### src/source/cpuPkg.sv
package cpuPkg;

	////////////////////////////////////////////////////////////
	// Widths
	typedef logic [31:0] word;      // Data or address
	typedef logic [4:0]  regAddr;   // GPR number
	typedef logic [4:0]  shiftAmt;  // sll shift field
	typedef logic [5:0]  opField;   // Opcode or function code

	localparam word    resetPc          = 32'h0000_3000; // First fetch address
	localparam int     dataMemWords     = 1024;
	localparam int     dataMemIndexBits = $clog2(dataMemWords);
	localparam regAddr linkReg          = 5'd31;         // jal writes here

	////////////////////////////////////////////////////////////
	// Opcodes and function codes
	localparam opField opSpecial = 6'h00;
	localparam opField opJ       = 6'h02;
	localparam opField opJal     = 6'h03;
	localparam opField opBeq     = 6'h04;
	localparam opField opOri     = 6'h0d;
	localparam opField opLui     = 6'h0f;
	localparam opField opLw      = 6'h23;
	localparam opField opSw      = 6'h2b;

	localparam opField fnSll  = 6'h00;
	localparam opField fnJr   = 6'h08;
	localparam opField fnAddu = 6'h21;
	localparam opField fnSubu = 6'h23;

	typedef enum logic [3:0] {
		clsNop, clsAddu, clsSubu, clsOri, clsLui, clsSll,
		clsLw, clsSw, clsBeq, clsJ, clsJal, clsJr
	} instrClass;

	// Where a decode operand comes from
	typedef enum logic [1:0] {
		fromRegFile,
		fromDecodeEx,  // Early result in ID/EX
		fromExMem,     // ALU result
		fromMemWb      // Write-back value
	} operandSource;

	////////////////////////////////////////////////////////////
	// Pipeline registers
	typedef struct packed {
		instrClass opClass;
		regAddr    destination;  // 0 when nothing is written
		word       rsValue;
		word       rtValue;
		word       imm;
		shiftAmt   shamt;
		word       earlyResult;  // lui and jal value
		logic      resultReady;
		word       pc;
	} idExReg;

	typedef struct packed {
		instrClass opClass;
		regAddr    destination;
		word       aluResult;
		word       storeData;
		logic      resultReady;
		word       pc;
	} exMemReg;

	typedef struct packed {
		logic   writeEnable;
		regAddr destination;
		word    data;
		word    pc;
	} memWbReg;

	// Bubble contents
	localparam idExReg idExNop = '{opClass: clsNop, destination: '0, rsValue: '0,
		rtValue: '0, imm: '0, shamt: '0, earlyResult: '0, resultReady: 1'b1, pc: resetPc};
	localparam exMemReg exMemNop = '{opClass: clsNop, destination: '0, aluResult: '0,
		storeData: '0, resultReady: 1'b1, pc: resetPc};
	localparam memWbReg memWbNop = '{writeEnable: 1'b0, destination: '0, data: '0,
		pc: resetPc};

endpackage

### src/source/fetchStage.sv
`timescale 1ns/1ps

module fetchStage (
	input  logic        clk,
	input  logic        reset,
	input  logic        stall,
	input  logic        redirect,
	input  cpuPkg::word redirectPc,
	input  cpuPkg::word instrData,
	output cpuPkg::word instrAddr,
	output cpuPkg::word ifIdInstr,
	output cpuPkg::word ifIdPc
);
	cpuPkg::word pc;

	assign instrAddr = pc; // Memory answers in the same cycle

	always_ff @(posedge clk)
	begin
		if (reset)
		begin
			pc        <= cpuPkg::resetPc;
			ifIdInstr <= '0;               // sll $0,$0,0
			ifIdPc    <= cpuPkg::resetPc;
		end
		else if (!stall)
		begin
			// Branch in decode means the word fetched now is its delay slot
			pc        <= redirect ? redirectPc : pc + 32'd4;
			ifIdInstr <= instrData;
			ifIdPc    <= pc;
		end
	end

endmodule

### config.mk
export PLATFORM = sky130hd
export DESIGN_NAME = fetchStage
export DESIGN_NICKNAME = d
export VERILOG_FILES = /design/src/source/cpuPkg.sv /design/src/source/fetchStage.sv
export SDC_FILE = /design/constraint.sdc
export NUM_CORES = 1
export LEC_CHECK = 0
export BUFFER_PORTS_ARGS = -buffer_cell sky130_fd_sc_hd__buf_4
export CAP_MARGIN = 20
export CORE_MARGIN = 2
export CORE_UTILIZATION = 53
export CTS_CLUSTER_SIZE = 16
export DETAILED_ROUTE_END_ITERATION = 16
export PLACE_DENSITY = 0.86
export SLEW_MARGIN = 20
export SYNTH_ARGS = -nofsm -noshare
export SYNTH_HDL_FRONTEND = slang
export SYNTH_SLANG_ARGS = --single-unit
### constraint.sdc
create_clock -name clk -period 6.2 [get_ports clk]
set_input_delay 0.62 -clock clk [delete_from_list [all_inputs] [get_ports clk]]
set_output_delay 0.62 -clock clk [all_outputs]
set_load 0.01 [all_outputs]
==> flow_summary.toml <==
[timing]
rsz0062_at_grt = "no"
fin_crit_sh_pct = 43.6
fin_tns_setup_ns = 0
timing.hold.ws_ns = 0.474
skew_ns = 0.0107
tightest_slew_ns = 1.08
maxSlewViolCount = 0
finalHoldViolations = 0
fmax_mhz = 370
period_needed_ns = 2.71
relSlewSlack_pct = 27.8
finalSetupViolations = 0

[finish]
diodes = 0
nNetsFinal = 688
fill_cells = 598
layoutNonFillerInstCount = 726
area.sequential_um2 = 1920
design_area_um2 = 5620
multi_input_area_um2 = 2140
drive_gt1_share_pct = 29.3
postLayoutCoreUtil_pct = 72.8
area_delta_synth_final_pct = 32.5

[outcome]
outcome = "finished, final reports clean"

[cts]
cts_hold_buffers = 0
clk_pin_slew_ns = 0.09
clock_sinks = 96
clk_latency_ns = 0.35
clock_path_buffers = 2
post_cts_resized = 0
h-tree-depth = 3
cts_tree = "built"
cts_inserted_buffers = 9
cts_root_buffer = "clkbuf_8"
post-cts-setup-buffer-count = 0

[drt]
wire_per_inst_um = 15.7
drcViolationCount = 0
final_antenna_net_count = 0
drt_iter0_markers = 311
drtPass1Iterations = 5
vias = 4102
wl_um = 11400
via_per_inst = 5.65

[setup_path]
path_cells = "buf_4 -> buf_4 -> nor2b_1 -> a22oi_1 -> o21ai_0 -> mux2i_1 -> nor2_1"
path_max_fanout = 79
cpPeakStageDelay_ns = 0.84
cp.required_ns = 6.40
cpMaxStageDelayCell = "buf_4"
path_common_cell = "buf_4"
rr_endpoint = "instrAddr[24]"
cp-end-kind = "register"
cp.arrival_ns = 2.91
r2r_cells = 6
worstReg2RegStart = "instrAddr[2]"
r2r_slack_ns = 3.76
start_kind = "input pin"
path_class = "input pin to register"

[worst_hold_path]
hold_class = "register to register"
holdPathEnd = "ifIdPc[13]"
worstHoldStart = "ifIdPc[13]"
holdPathStages = 1

[synth]
yosysWarningCount = 0
netlist_area_um2 = 4240
synth_top_cells_by_area = "dfxtp_1 45%, mux2i_1 17%, nor2_1 8.3%, a22oi_1 2.8%, a21oi_1 2.7%"
yosys_register_bits = 96
ys_types = 45
synth_common_cells = "96 x dfxtp_1, 94 x nor2_1, 70 x mux2i_1"
synth-async-reset-ratio_pct = 0
netlist_instances = 485
yosysTopAreaCell = "dfxtp_1"
synthesis.nets = 554
synth_ff_type = "dfxtp_1"
yosysTopAreaCellShare_pct = 45.3
syn_avg_cell_area_um2 = 8.75
synth-edff-count = 0
synth.most_common_cell = "dfxtp_1"
ys_seq_area_share_pct = 45.3

[floorplan]
ioPinCount = 164
core_area_um2 = 7730
initial_core_util_pct = 54.9
rows = 32
dieArea_um2 = 8740
fp.dieW_um = 93.5
die_h_um = 93.5

[grt]
grt_max_degree = 100
grt_usage_pct = 25.8
grt_pass1_vias = 3856
grt_pass1_wl_um = 18300
grt_overflow = 0
antenna_found_initial = 0

[place]
dpl-instance-area_um2 = 5440
dp_cells = 710
gp_congestion = 0.892
hpwl_um = 7870
portBuffers = 163

[pwr]
power_density_nw_per_um2 = 224
ir_drop_uv = 186
p_leak_nw = 2.58

[run]
drv_cap = 0
## sequential cells by signal, indices dropped and copies added (netlist names)
signal	cells
instrAddr	32
ifIdPc	32
ifIdInstr	32
## per-layer routing
layer	vias up	GRT usage, %	part of all wire (%)
met5	-	0	0
met4	0	9.68	2.1
met3	21	7.09	9.8
met2	196	41.8	48
met1	1892	32.8	41
li1	1993	-	-
## placed cells by master, fill, tap and decap left out, types with 7 or more instances in the layout
| cell | n |
|---|---|
| nor4_1 | 7 |
| nand2_1 | 27 |
| nand3_1 | 12 |
| nand4_1 | 9 |
| buf_4 | 164 |
| o21ai_0 | 12 |
| nor2_1 | 94 |
| clkbuf_8 | 10 |
| a22oi_1 | 16 |
| a21oi_1 | 23 |
| o22ai_1 | 9 |
| dfxtp_1 | 96 |
| mux2i_1 | 70 |
## worst max-delay path by stage
stage / from / endpoint / slack [ns] / cells after the start
finish: stall / instrAddr[30] / 3.49 / 7
floorplan: instrAddr[2] / instrAddr[28] / 4.01 / 7
global route: stall / instrAddr[30] / 3.33 / 7
global placement: stall / instrAddr[30] / 3.20 / 7
CTS: stall / instrAddr[30] / 3.49 / 7
detailed placement: stall / instrAddr[30] / 3.12 / 7
## final cells by class
type / count / share of cell area [%]
clock buffers: 11 / 2.51
clock inverters: 5 / 0.712
inverters: 6 / 0.400
multi-input cells: 342 / 38.0
flip-flops and latches: 96 / 34.2
well taps: 102 / 2.27
repair buffers: 164 / 21.9
## critical path, delay by kind of cell
kind / cells / cell delay [ns]
AOI/OAI and AO/OA: 2 / 0.46
buffers and inverters: 2 / 1.12
muxes: 1 / 0.14
and+or+nand+nor: 2 / 0.53
## report_power, final
part	internal [W]	leakage, nW	switching (W)	total (W)
Clock	0.000161	0.0943	0.000220	0.000381
Sequential	0.000648	0.787	0.0000346	0.000682
Combinational	0.000104	1.70	0.0000931	0.000198
Total	0.000913	2.58	0.000348	0.00126
## metrics by stage
step,worst slack (ns),total power (W)
after floorplan,4.01,0.000793
after global placement,3.20,0.000887
after detailed placement,3.12,0.000893
after CTS,3.49,0.00127
after global routing,3.33,0.00131
final,3.49,0.00126
## cell families after synthesis
logic type / Yosys count / synth area share, %
muxes: 70 / 16.5
AOI/OAI and AO/OA: 83 / 12.7
DFF: 96 / 45.3
buffers and inverters: 47 / 4.30
adders and majority gates: 1 / 0.295
and+or+nand+nor: 186 / 20.5
xor gates and xnor gates: 2 / 0.413
(Power assumes the default switching activity.)
