File: src/source/cpuPkg.sv
package cpuPkg;

	////////////////////////////////////////////////////////////
	// Widths
	typedef logic [31:0] word;      // Data or address
	typedef logic [4:0]  regAddr;   // GPR number
	typedef logic [4:0]  shiftAmt;  // sll shift field
	typedef logic [5:0]  opField;   // Opcode or function code

	localparam word    resetPc          = 32'h0000_3000; // First fetch address
	localparam int     dataMemWords     = 1024;
	localparam int     dataMemIndexBits = $clog2(dataMemWords);
	localparam regAddr linkReg          = 5'd31;         // jal writes here

	////////////////////////////////////////////////////////////
	// Opcodes and function codes
	localparam opField opSpecial = 6'h00;
	localparam opField opJ       = 6'h02;
	localparam opField opJal     = 6'h03;
	localparam opField opBeq     = 6'h04;
	localparam opField opOri     = 6'h0d;
	localparam opField opLui     = 6'h0f;
	localparam opField opLw      = 6'h23;
	localparam opField opSw      = 6'h2b;

	localparam opField fnSll  = 6'h00;
	localparam opField fnJr   = 6'h08;
	localparam opField fnAddu = 6'h21;
	localparam opField fnSubu = 6'h23;

	typedef enum logic [3:0] {
		clsNop, clsAddu, clsSubu, clsOri, clsLui, clsSll,
		clsLw, clsSw, clsBeq, clsJ, clsJal, clsJr
	} instrClass;

	// Where a decode operand comes from
	typedef enum logic [1:0] {
		fromRegFile,
		fromDecodeEx,  // Early result in ID/EX
		fromExMem,     // ALU result
		fromMemWb      // Write-back value
	} operandSource;

	////////////////////////////////////////////////////////////
	// Pipeline registers
	typedef struct packed {
		instrClass opClass;
		regAddr    destination;  // 0 when nothing is written
		word       rsValue;
		word       rtValue;
		word       imm;
		shiftAmt   shamt;
		word       earlyResult;  // lui and jal value
		logic      resultReady;
		word       pc;
	} idExReg;

	typedef struct packed {
		instrClass opClass;
		regAddr    destination;
		word       aluResult;
		word       storeData;
		logic      resultReady;
		word       pc;
	} exMemReg;

	typedef struct packed {
		logic   writeEnable;
		regAddr destination;
		word    data;
		word    pc;
	} memWbReg;

	// Bubble contents
	localparam idExReg idExNop = '{opClass: clsNop, destination: '0, rsValue: '0,
		rtValue: '0, imm: '0, shamt: '0, earlyResult: '0, resultReady: 1'b1, pc: resetPc};
	localparam exMemReg exMemNop = '{opClass: clsNop, destination: '0, aluResult: '0,
		storeData: '0, resultReady: 1'b1, pc: resetPc};
	localparam memWbReg memWbNop = '{writeEnable: 1'b0, destination: '0, data: '0,
		pc: resetPc};

endpackage

File: src/source/hazardControl.sv
`timescale 1ns/1ps

module hazardControl (
	input  logic                 clk,
	input  logic                 reset,
	input  cpuPkg::regAddr       rs,
	input  cpuPkg::regAddr       rt,
	input  cpuPkg::idExReg       idEx,
	input  cpuPkg::exMemReg      exMem,
	input  cpuPkg::memWbReg      memWb,
	output logic                 stall,
	output cpuPkg::operandSource sel0,
	output cpuPkg::operandSource sel1
);
	logic rsPending;
	logic rtPending;

	// Youngest producer wins
	function automatic cpuPkg::operandSource findProducer(
		input  cpuPkg::regAddr  src,
		input  cpuPkg::idExReg  de,
		input  cpuPkg::exMemReg em,
		input  cpuPkg::memWbReg mw,
		output logic            notReady
	);
		findProducer = cpuPkg::fromRegFile;
		notReady     = 1'b0;
		if (src == '0)
			findProducer = cpuPkg::fromRegFile; // $0 needs nothing
		else if (de.destination == src)
		begin
			findProducer = cpuPkg::fromDecodeEx;
			notReady     = !de.resultReady;
		end
		else if (em.destination == src)
		begin
			findProducer = cpuPkg::fromExMem;
			notReady     = !em.resultReady;
		end
		else if (mw.writeEnable && mw.destination == src)
			findProducer = cpuPkg::fromMemWb;
	endfunction

	always_comb
	begin
		sel0  = findProducer(rs, idEx, exMem, memWb, rsPending);
		sel1  = findProducer(rt, idEx, exMem, memWb, rtPending);
		stall = rsPending || rtPending;
	end

	// Worst case is a load feeding the next instruction
	stallBound: assert property (@(posedge clk) disable iff (reset) not (stall [*3]));

endmodule

File: config.mk
export PLATFORM = sky130hd
export DESIGN_NAME = hazardControl
export DESIGN_NICKNAME = d
export VERILOG_FILES = /design/src/source/cpuPkg.sv /design/src/source/hazardControl.sv
export SDC_FILE = /design/constraint.sdc
export NUM_CORES = 1
export LEC_CHECK = 0
export ABC_CLOCK_PERIOD_IN_PS = 1100
export BUFFER_PORTS_ARGS = -buffer_cell sky130_fd_sc_hd__clkbuf_2
export CORE_AREA = 5 5 140 142
export DETAILED_ROUTE_END_ITERATION = 10
export DIE_AREA = 0 0 145 147
export SYNTH_ARGS = -nofsm -noshare
export SYNTH_HDL_FRONTEND = slang
export SYNTH_SLANG_ARGS = --single-unit
File: constraint.sdc
create_clock -name vclk -period 1.1
set_clock_uncertainty 0.1 [all_clocks]
set_input_delay 0.055 -clock vclk [all_inputs]
set_output_delay 0.055 -clock vclk [all_outputs]
set_load 0.01 [all_outputs]
==> impl_metrics.csv, run 1 <==
group,metric,value,unit
cells_and_area,fin_cells,346,
global_route,grt.overflow.total,0,
synth,yosys_warnings,0,
worst_setup_path,cp_slowest_stage_delay,540,ps
global_route,grt_pass1_vias,717,
global_route,met1_usage,4.498,%
worst_setup_path,critPathMaxFanout,4,
placement,dp_slack,-572.8,ps
cells_and_area,clock_buffer_count,0,
worst_setup_path,critPathArrivalTime,1350,ps
floorplan,start_util,2.491,%
clock_tree,cts_hold_buf,0,
worst_setup_path,startpoint,"rs[3]",
worst_setup_path,crit_slowest_cell,"or4_4",
drt,avgRoutedWirePerCell,9.182,um
run_status,status,"finished, violations left",
sta,fmax,665.9,MHz
placement,dp_hpwl,2.980,mm
synth,synth-seq-area-share,0,%
floorplan,die_w,145,um
global_route,top_usage_layer,"met1",
power_and_ir_drop,worst_ir_drop_vdd,0.1283,mV
drt,vias_per_cell,1.847,
sta,hold_violations,0,
sta,rsz0062_at_grt,"true",
cells_and_area,synthToLayoutAreaGrowth,181.1,%
sta,setup_viol,5,
job,cap_viol_max_count,0,
global_route,grtUsageMet3,0.7094,%
worst_setup_path,cp-start-kind,"input port",
cells_and_area,drive_gt1_share,62.50,%
global_route,use_met2,4.244,%
global_route,grt_use_total,2.912,%
min_path,hold_start,"idEx[32]",
cells_and_area,seqCellArea,0,um^2
sta,max_slew_margin,80.67,%
synth,syn_nets,424,
drt,drt_pre_antenna_iters,2,
floorplan,rows,50,
worst_setup_path,path_buf_inv,3,
synth,synth_cells,61,
worst_setup_path,path_class,"input port to primary output",
floorplan,io_pins,368,
sta,timing.final.ws_setup,-401.7,ps
drt,finalWirelength,3.177,mm
placement,place_congestion,0.7868,
worst_setup_path,critPathTopFamily,"simple AND/OR/NAND/NOR gates",
power_and_ir_drop,p_per_area,298.5,mW/mm^2
drt,drtAntennaViolNets,0,
sta,period_share,136.5,%
sta,min_period,1502,ps
run_status,violations,"negative setup slack",
floorplan,fp.dieArea,0.02132,mm^2
worst_setup_path,crit_chain,"buf_8, or4_4, nor2_4, inv_2, a22oi_2, o211ai_2, clkbuf_8",
global_route,grt_pass1_wl,4.836,mm
drt,drt_iter0_markers,27,
synth,syn_area_per_cell,7.487,um^2
cells_and_area,nNetsFinal,477,
sta,drv_slew,0,
global_route,antenna_found_initial,0,
synth,synthDistinctLibCells,18,
worst_setup_path,endpoint_kind,"primary output",
drt,num_vias,639,
placement,io_buffers,33,
global_route,grt_start_max_net_pins,5,
floorplan,core,0.01833,mm^2
cells_and_area,seq_cells,0,
sta,tightest_slew,289.0,ps
worst_setup_path,required,940,ps
power_and_ir_drop,finalPower,0.3831,mW
synth,syn-cell-area,456.7,um^2
sta,tns,-1690,ps
min_path,hold_class,"input port to primary output",
placement,place_inst,342,
floorplan,die_y,147,um
power_and_ir_drop,leakage,0.4529,nW
drt,drc,0,
cells_and_area,diodes,0,
## cell type report
type | instances | area, um^2
fillers | 2145 | 17050
inverters | 4 | 15.01
multi-input cells | 57 | 534.3
well taps | 234 | 292.8
repair buffers | 51 | 441.7
## worst min-delay path, cell delays in order
cell and delay [ps]:
clkbuf_2 130, o211ai_2 110, clkbuf_8 150
## metal layers
| layer | share of wire, % | vias up |
|---|---|---|
| li1 | - | 311 |
| met1 | 52 | 301 |
| met2 | 41 | 25 |
| met3 | 6.4 | 2 |
| met4 | 0.25 | 0 |
| met5 | 0 | - |
## synth_stat cells, drive strengths merged
library cell,instances,area [um^2]
nor4,2,12.51
nor2,5,23.77
nor3,4,25.02
a21oi,2,10.01
or4,4,30.03
o211ai,1,12.51
inv,4,15.01
xor2,18,157.7
a22oi,1,12.51
nand3,4,25.02
xnor2,12,105.1
a211oi,1,7.510
and3,2,12.51
a21boi,1,7.510
## power breakdown
part | switching (mW) | total, mW | leakage, nW | internal (mW)
sequential | 0 | 0 | 0 | 0
clock | 0 | 0 | 0 | 0
combinational | 0.180 | 0.383 | 0.453 | 0.204
## through the flow
step | hold slack (ps) | util, % | instance area (um^2)
floorplan | 92.29 | - | 465.4
global placement | 410.6 | 5.679 | 1041
detailed placement | 398.2 | 5.679 | 1041
CTS | 413.4 | 6.512 | 1194
global route | 426.8 | 7.003 | 1284
finish | 410.3 | 7.003 | 1284
## what timing repair did
item	4_1_cts	5_1_grt
pin swaps	12	12
resized for setup	26	28
endpoints found under the setup margin	5	5
setup buffers	4	2
## cells by family (layout without fill, tap and decap cells)
family	Yosys count	after routing	share of synthesized area (%)
xor gates and xnor gates	30	30	57.53
and+or+nand+nor	21	21	28.22
AOI/OAI and AO/OA	6	6	10.96
buffers and inverters	4	55	3.287
## cells in the final DEF (no fill, tap or decap), types with 2 or more instances in the layout
cell	n
nor3_4	2
nor2_4	4
nand3_1	3
buf_8	4
and3_1	2
buf_6	8
xor2_1	16
nor3_1	2
xor2_2	2
or4_4	4
clkbuf_8	3
buf_4	14
inv_1	3
xnor2_1	12
clkbuf_2	19
nor4_1	2
## final timing paths
check,to,slack (ps),cells past startpoint
setup / recovery,stall,-400,7
hold / removal,stall,410,3
Note: power is estimated with default switching activity, not from simulation.
==> run 2: changes to the inputs <==
Settings changed: SETUP_SLACK_MARGIN from default to 0.1.
==> run 2 against run 1 <==
Effect of this change: the flow still finishes with violations (negative setup slack); setup slack barely moved; die area did not move; hold slack improved by 28 ps; fmax barely moved; final area rose by 3.7%; critical endpoint unchanged.
==> impl_metrics.csv, run 2 (same netlist as run 1, synthesis figures left out) <==
group,metric,value,unit
run_status,status,"finished, violations left",
run_status,violations,"negative setup slack",
sta,max_slew_margin,78.62,%
min_path,hold_class,"input port to primary output",
power_and_ir_drop,finalPower,0.4060,mW
drt,finalWirelength,3.370,mm
floorplan,start_util,2.491,%
sta,min_period,1501,ps
cells_and_area,fin_cells,349,
sta,tightest_slew,318.9,ps
floorplan,die_y,147,um
power_and_ir_drop,leakage,0.4824,nW
drt,vias_per_cell,1.848,
global_route,grt.overflow.total,0,
placement,io_buffers,33,
power_and_ir_drop,p_clk_share,0,%
power_and_ir_drop,swShare,46.17,%
worst_setup_path,crit_slowest_cell,"or4_4",
cells_and_area,clock_buffer_count,0,
sta,rsz0062_at_grt,"true",
drt,drt_iter0_markers,26,
worst_setup_path,cp-start-kind,"input port",
min_path,hold_start,"idEx[32]",
job,cap_viol_max_count,0,
worst_setup_path,path_class,"input port to primary output",
power_and_ir_drop,p_switching,0.1874,mW
drt,avgRoutedWirePerCell,9.656,um
drt,drtAntennaViolNets,0,
placement,place_inst,344,
floorplan,core,0.01833,mm^2
worst_setup_path,crit_chain,"buf_8, xor2_2, nor3_2, nand3_1, or4_4, o211ai_2, buf_2",
cells_and_area,seqCellArea,0,um^2
cells_and_area,seq_cells,0,
min_path,holdPathEnd,"stall",
global_route,grt_pass1_vias,705,
power_and_ir_drop,p_per_area,305.0,mW/mm^2
floorplan,rows,50,
drt,drc,0,
global_route,grt_use_total,2.867,%
floorplan,die_w,145,um
power_and_ir_drop,comb_power_share,100.0,%
floorplan,fp.dieArea,0.02132,mm^2
worst_setup_path,critPathMaxFanout,2,
cells_and_area,utilization,7.263,%
worst_setup_path,path_buf_inv,2,
cells_and_area,layout_common_cells,"clkbuf_2 (18), buf_4 (16), xor2_1 (14)",
global_route,grt_start_max_net_pins,5,
worst_setup_path,required,940,ps
drt,drt_pre_antenna_iters,4,
sta,period_share,136.5,%
sta,drv_slew,0,
sta,timing.final.ws_setup,-401.2,ps
cells_and_area,final_common_cell,"clkbuf_2",
sta,setup_viol,5,
sta,holdWs,438.0,ps
power_and_ir_drop,worst_ir_drop_vdd,0.1578,mV
cells_and_area,n_fill_cell,2147,
sta,hold_violations,0,
worst_setup_path,endpoint_kind,"primary output",
cells_and_area,nNetsFinal,480,
worst_setup_path,critPathArrivalTime,1350,ps
cells_and_area,drive_gt1_share,68.70,%
global_route,antenna_found_initial,0,
power_and_ir_drop,seq_power_share,0,%
clock_tree,cts_hold_buf,0,
worst_setup_path,cp_slowest_stage_delay,430,ps
min_path,whs_path_depth,3,
placement,place_congestion,0.7639,
cells_and_area,diodes,0,
worst_setup_path,critPathTopFamily,"simple AND/OR/NAND/NOR gates",
floorplan,io_pins,368,
sta,fmax,666.1,MHz
placement,dp_hpwl,3.132,mm
global_route,grt_pass1_wl,4.650,mm
drt,num_vias,645,
sta,tns,-1665,ps
power_and_ir_drop,intPower,0.2186,mW
cells_and_area,synthToLayoutAreaGrowth,191.5,%
## run 2: cell types whose count changed in the layout (fill, tap and decap cells not counted), sizes merged
cell,change
buf,+3
## run 2: worst max-delay path by stage
stage / from / endpoint / slack, ps / depth (start not counted)
global placement: rt[1] / stall / -490 / 7
finish: exMem[99] / stall / -400 / 7
floorplan: rs[2] / stall / -100 / 5
detailed placement: rt[1] / stall / -490 / 7
CTS: rt[4] / stall / -400 / 7
global route: rt[2] / sel1[1] / -460 / 8
## run 2: repair_timing
item	4_1_cts	5_1_grt
endpoints found under the setup margin	5	5
pin swaps	20	17
gates resized for setup	31	23
buffers inserted	4	2
## run 2: final cells by class
| class | count | area, um^2 | area share (%) |
|---|---|---|---|
| Timing Repair Buffer | 54 | 473.0 | 35.53 |
| Inverter | 4 | 15.01 | 1.128 |
| Tap cell | 234 | 292.8 | 21.99 |
| Multi-Input combinational cell | 57 | 550.5 | 41.35 |
## run 2: through the flow
step | cell area (um^2) | setup WS (ps)
global placement | 1044 | -492.9
detailed placement | 1044 | -492.2
floorplan | 465.4 | -96.10
CTS | 1250 | -398.1
finish | 1331 | -401.2
global route | 1331 | -455.9
## run 2: metal layers
layer / global-route usage (%) / share of wire, % / up-vias
met1: 4.723 / 55 / 300
met3: 0.3085 / 4.9 / 0
li1: - / - / 316
met5: 0 / 0 / -
met2: 4.174 / 40 / 29
met4: 0 / 0 / 0
## run 2: power groups by stage
| stage | Clock (mW) | Combinational [mW] | Sequential (mW) |
|---|---|---|---|
| 3_5_place_dp | 0 | 0.312 | 0 |
| 4_1_cts | 0 | 0.380 | 0 |
| 3_3_place_gp | 0 | 0.311 | 0 |
| 2_1_floorplan | 0 | 0.122 | 0 |
| 6_report | 0 | 0.406 | 0 |
| 5_1_grt | 0 | 0.436 | 0 |
==> run 3: changes to the inputs <==
Settings changed: ABC_CLOCK_PERIOD_IN_PS 1100 to 1220.
Clock period 1.1 ns to 1.22 ns, I/O delays scaled along.
==> run 3 against run 2 <==
Effect of this change: the run still ends with negative setup slack left; core utilization decreased by 0.38 points; combinational power decreased by 16%; routed wire length decreased by 7.4%; count of clock-buffer cells in the layout unchanged; final area decreased by 5.2%; critical endpoint unchanged; largest cell class unchanged; largest power group unchanged.
==> impl_metrics.csv, run 3 (same netlist as run 1, synthesis figures left out) <==
group,metric,value,unit
run_status,status,"finished, violations left",
run_status,violations,"negative setup slack",
min_path,hold_start,"idEx[32]",
floorplan,die_w,145,um
worst_setup_path,critPathMaxFanout,4,
sta,max_slew_margin,79.40,%
worst_setup_path,required,1060,ps
worst_setup_path,endpoint_kind,"primary output",
drt,avgRoutedWirePerCell,8.988,um
floorplan,rows,50,
global_route,grt.overflow.total,0,
worst_setup_path,cp-start-kind,"input port",
min_path,whs_path_depth,3,
cells_and_area,diodes,0,
sta,rsz0062_at_grt,"true",
min_path,holdPathEnd,"stall",
worst_setup_path,path_class,"input port to primary output",
placement,dpl-instance-area,0.001041,mm^2
cells_and_area,layout_common_cells,"clkbuf_2 (18), xor2_1 (17), buf_4 (14)",
cells_and_area,fin_area,0.001262,mm^2
placement,dp_slack,-458.2,ps
global_route,grt_pass1_vias,716,
placement,io_buffers,33,
drt,drt_iter0_markers,19,
cells_and_area,seq_cells,0,
cells_and_area,drive_gt1_share,60.18,%
placement,place_inst,342,
placement,dp_hpwl,2.959,mm
sta,period_share,130.3,%
job,cap_viol_max_count,0,
cells_and_area,synthToLayoutAreaGrowth,176.4,%
cells_and_area,fin_cells,347,
sta,drv_slew,0,
cells_and_area,seqCellArea,0,um^2
global_route,grt_pass1_wl,4.588,mm
global_route,antenna_found_initial,0,
cells_and_area,utilization,6.887,%
sta,fmax,629.0,MHz
sta,setup_viol,5,
floorplan,core,0.01833,mm^2
min_path,hold_class,"input port to primary output",
drt,drc,0,
cells_and_area,nNetsFinal,478,
sta,tightest_slew,308.0,ps
drt,finalWirelength,3.119,mm
drt,drt_pre_antenna_iters,3,
worst_setup_path,critPathArrivalTime,1430,ps
power_and_ir_drop,p_per_area,269.9,mW/mm^2
power_and_ir_drop,worst_ir_drop_vdd,0.1230,mV
drt,num_vias,638,
cells_and_area,clock_buffer_count,0,
cells_and_area,final_common_cell,"clkbuf_2",
sta,min_period,1590,ps
global_route,grt_use_total,2.777,%
power_and_ir_drop,leakage,0.4463,nW
floorplan,io_pins,368,
sta,timing.final.ws_setup,-369.8,ps
drt,drtAntennaViolNets,0,
sta,hold_violations,0,
global_route,grt_start_max_net_pins,5,
floorplan,fp.dieArea,0.02132,mm^2
floorplan,start_util,2.491,%
drt,vias_per_cell,1.839,
floorplan,die_y,147,um
placement,place_congestion,0.7884,
==> run 3: worst max path at each step <==
stage / cells after the start / startpoint / slack [ps] / endpoint
after floorplan: 5 / rs[2] / 10 / stall
after global placement: 8 / memWb[66] / -450 / sel1[1]
after detailed placement: 8 / rt[2] / -460 / sel1[1]
after CTS: 7 / rs[1] / -340 / stall
after global routing: 7 / rs[3] / -390 / stall
final: 7 / rs[3] / -370 / stall
==> run 3: what timing repair did <==
action	CTS	global route
buffers inserted	1	4
gates resized for setup	25	22
pin swaps	8	14
hold buffers	0	0
gates cloned	0	0
setup endpoints to repair	5	5
==> run 3: final cells by class <==
class,count,area (um^2)
fill,2140,17070
multi-input combinational,57,520.5
timing repair buffer,52,434.2
tap,234,292.8
inverter,4,15.01
==> run 3: layer usage <==
| metal | vias up | track usage, % | routed length, um |
|---|---|---|---|
| met5 | - | 0 | 0 |
| met4 | 0 | 0 | 0 |
| met3 | 0 | 0.3393 | 125 |
| met2 | 22 | 4.059 | 1251 |
| met1 | 302 | 4.535 | 1742 |
| li1 | 314 | - | - |
==> run 3: power by group <==
group	leakage, nW	switching [mW]	internal (mW)
combinational	0.446	0.158	0.182
sequential	0	0	0
clock	0	0	0
==> run 3: per-stage QoR <==
step                      hold slack (ps)  setup TNS, ps  power, mW
after floorplan                     104.3              0     0.1093
after global placement              422.6          -1777     0.2768
after detailed placement            422.0          -1792     0.2746
after CTS                           426.4          -1134     0.3164
after global routing                429.7          -1581     0.3670
final                               403.3          -1272     0.3408
==> run 3: worst max-delay path, cell delays in order <==
cell and delay, ps:
clkbuf_2 130, xor2_1 170, nor3_1 240, nand3_1 150, or4_4 450, o211ai_4 100, buf_8 130
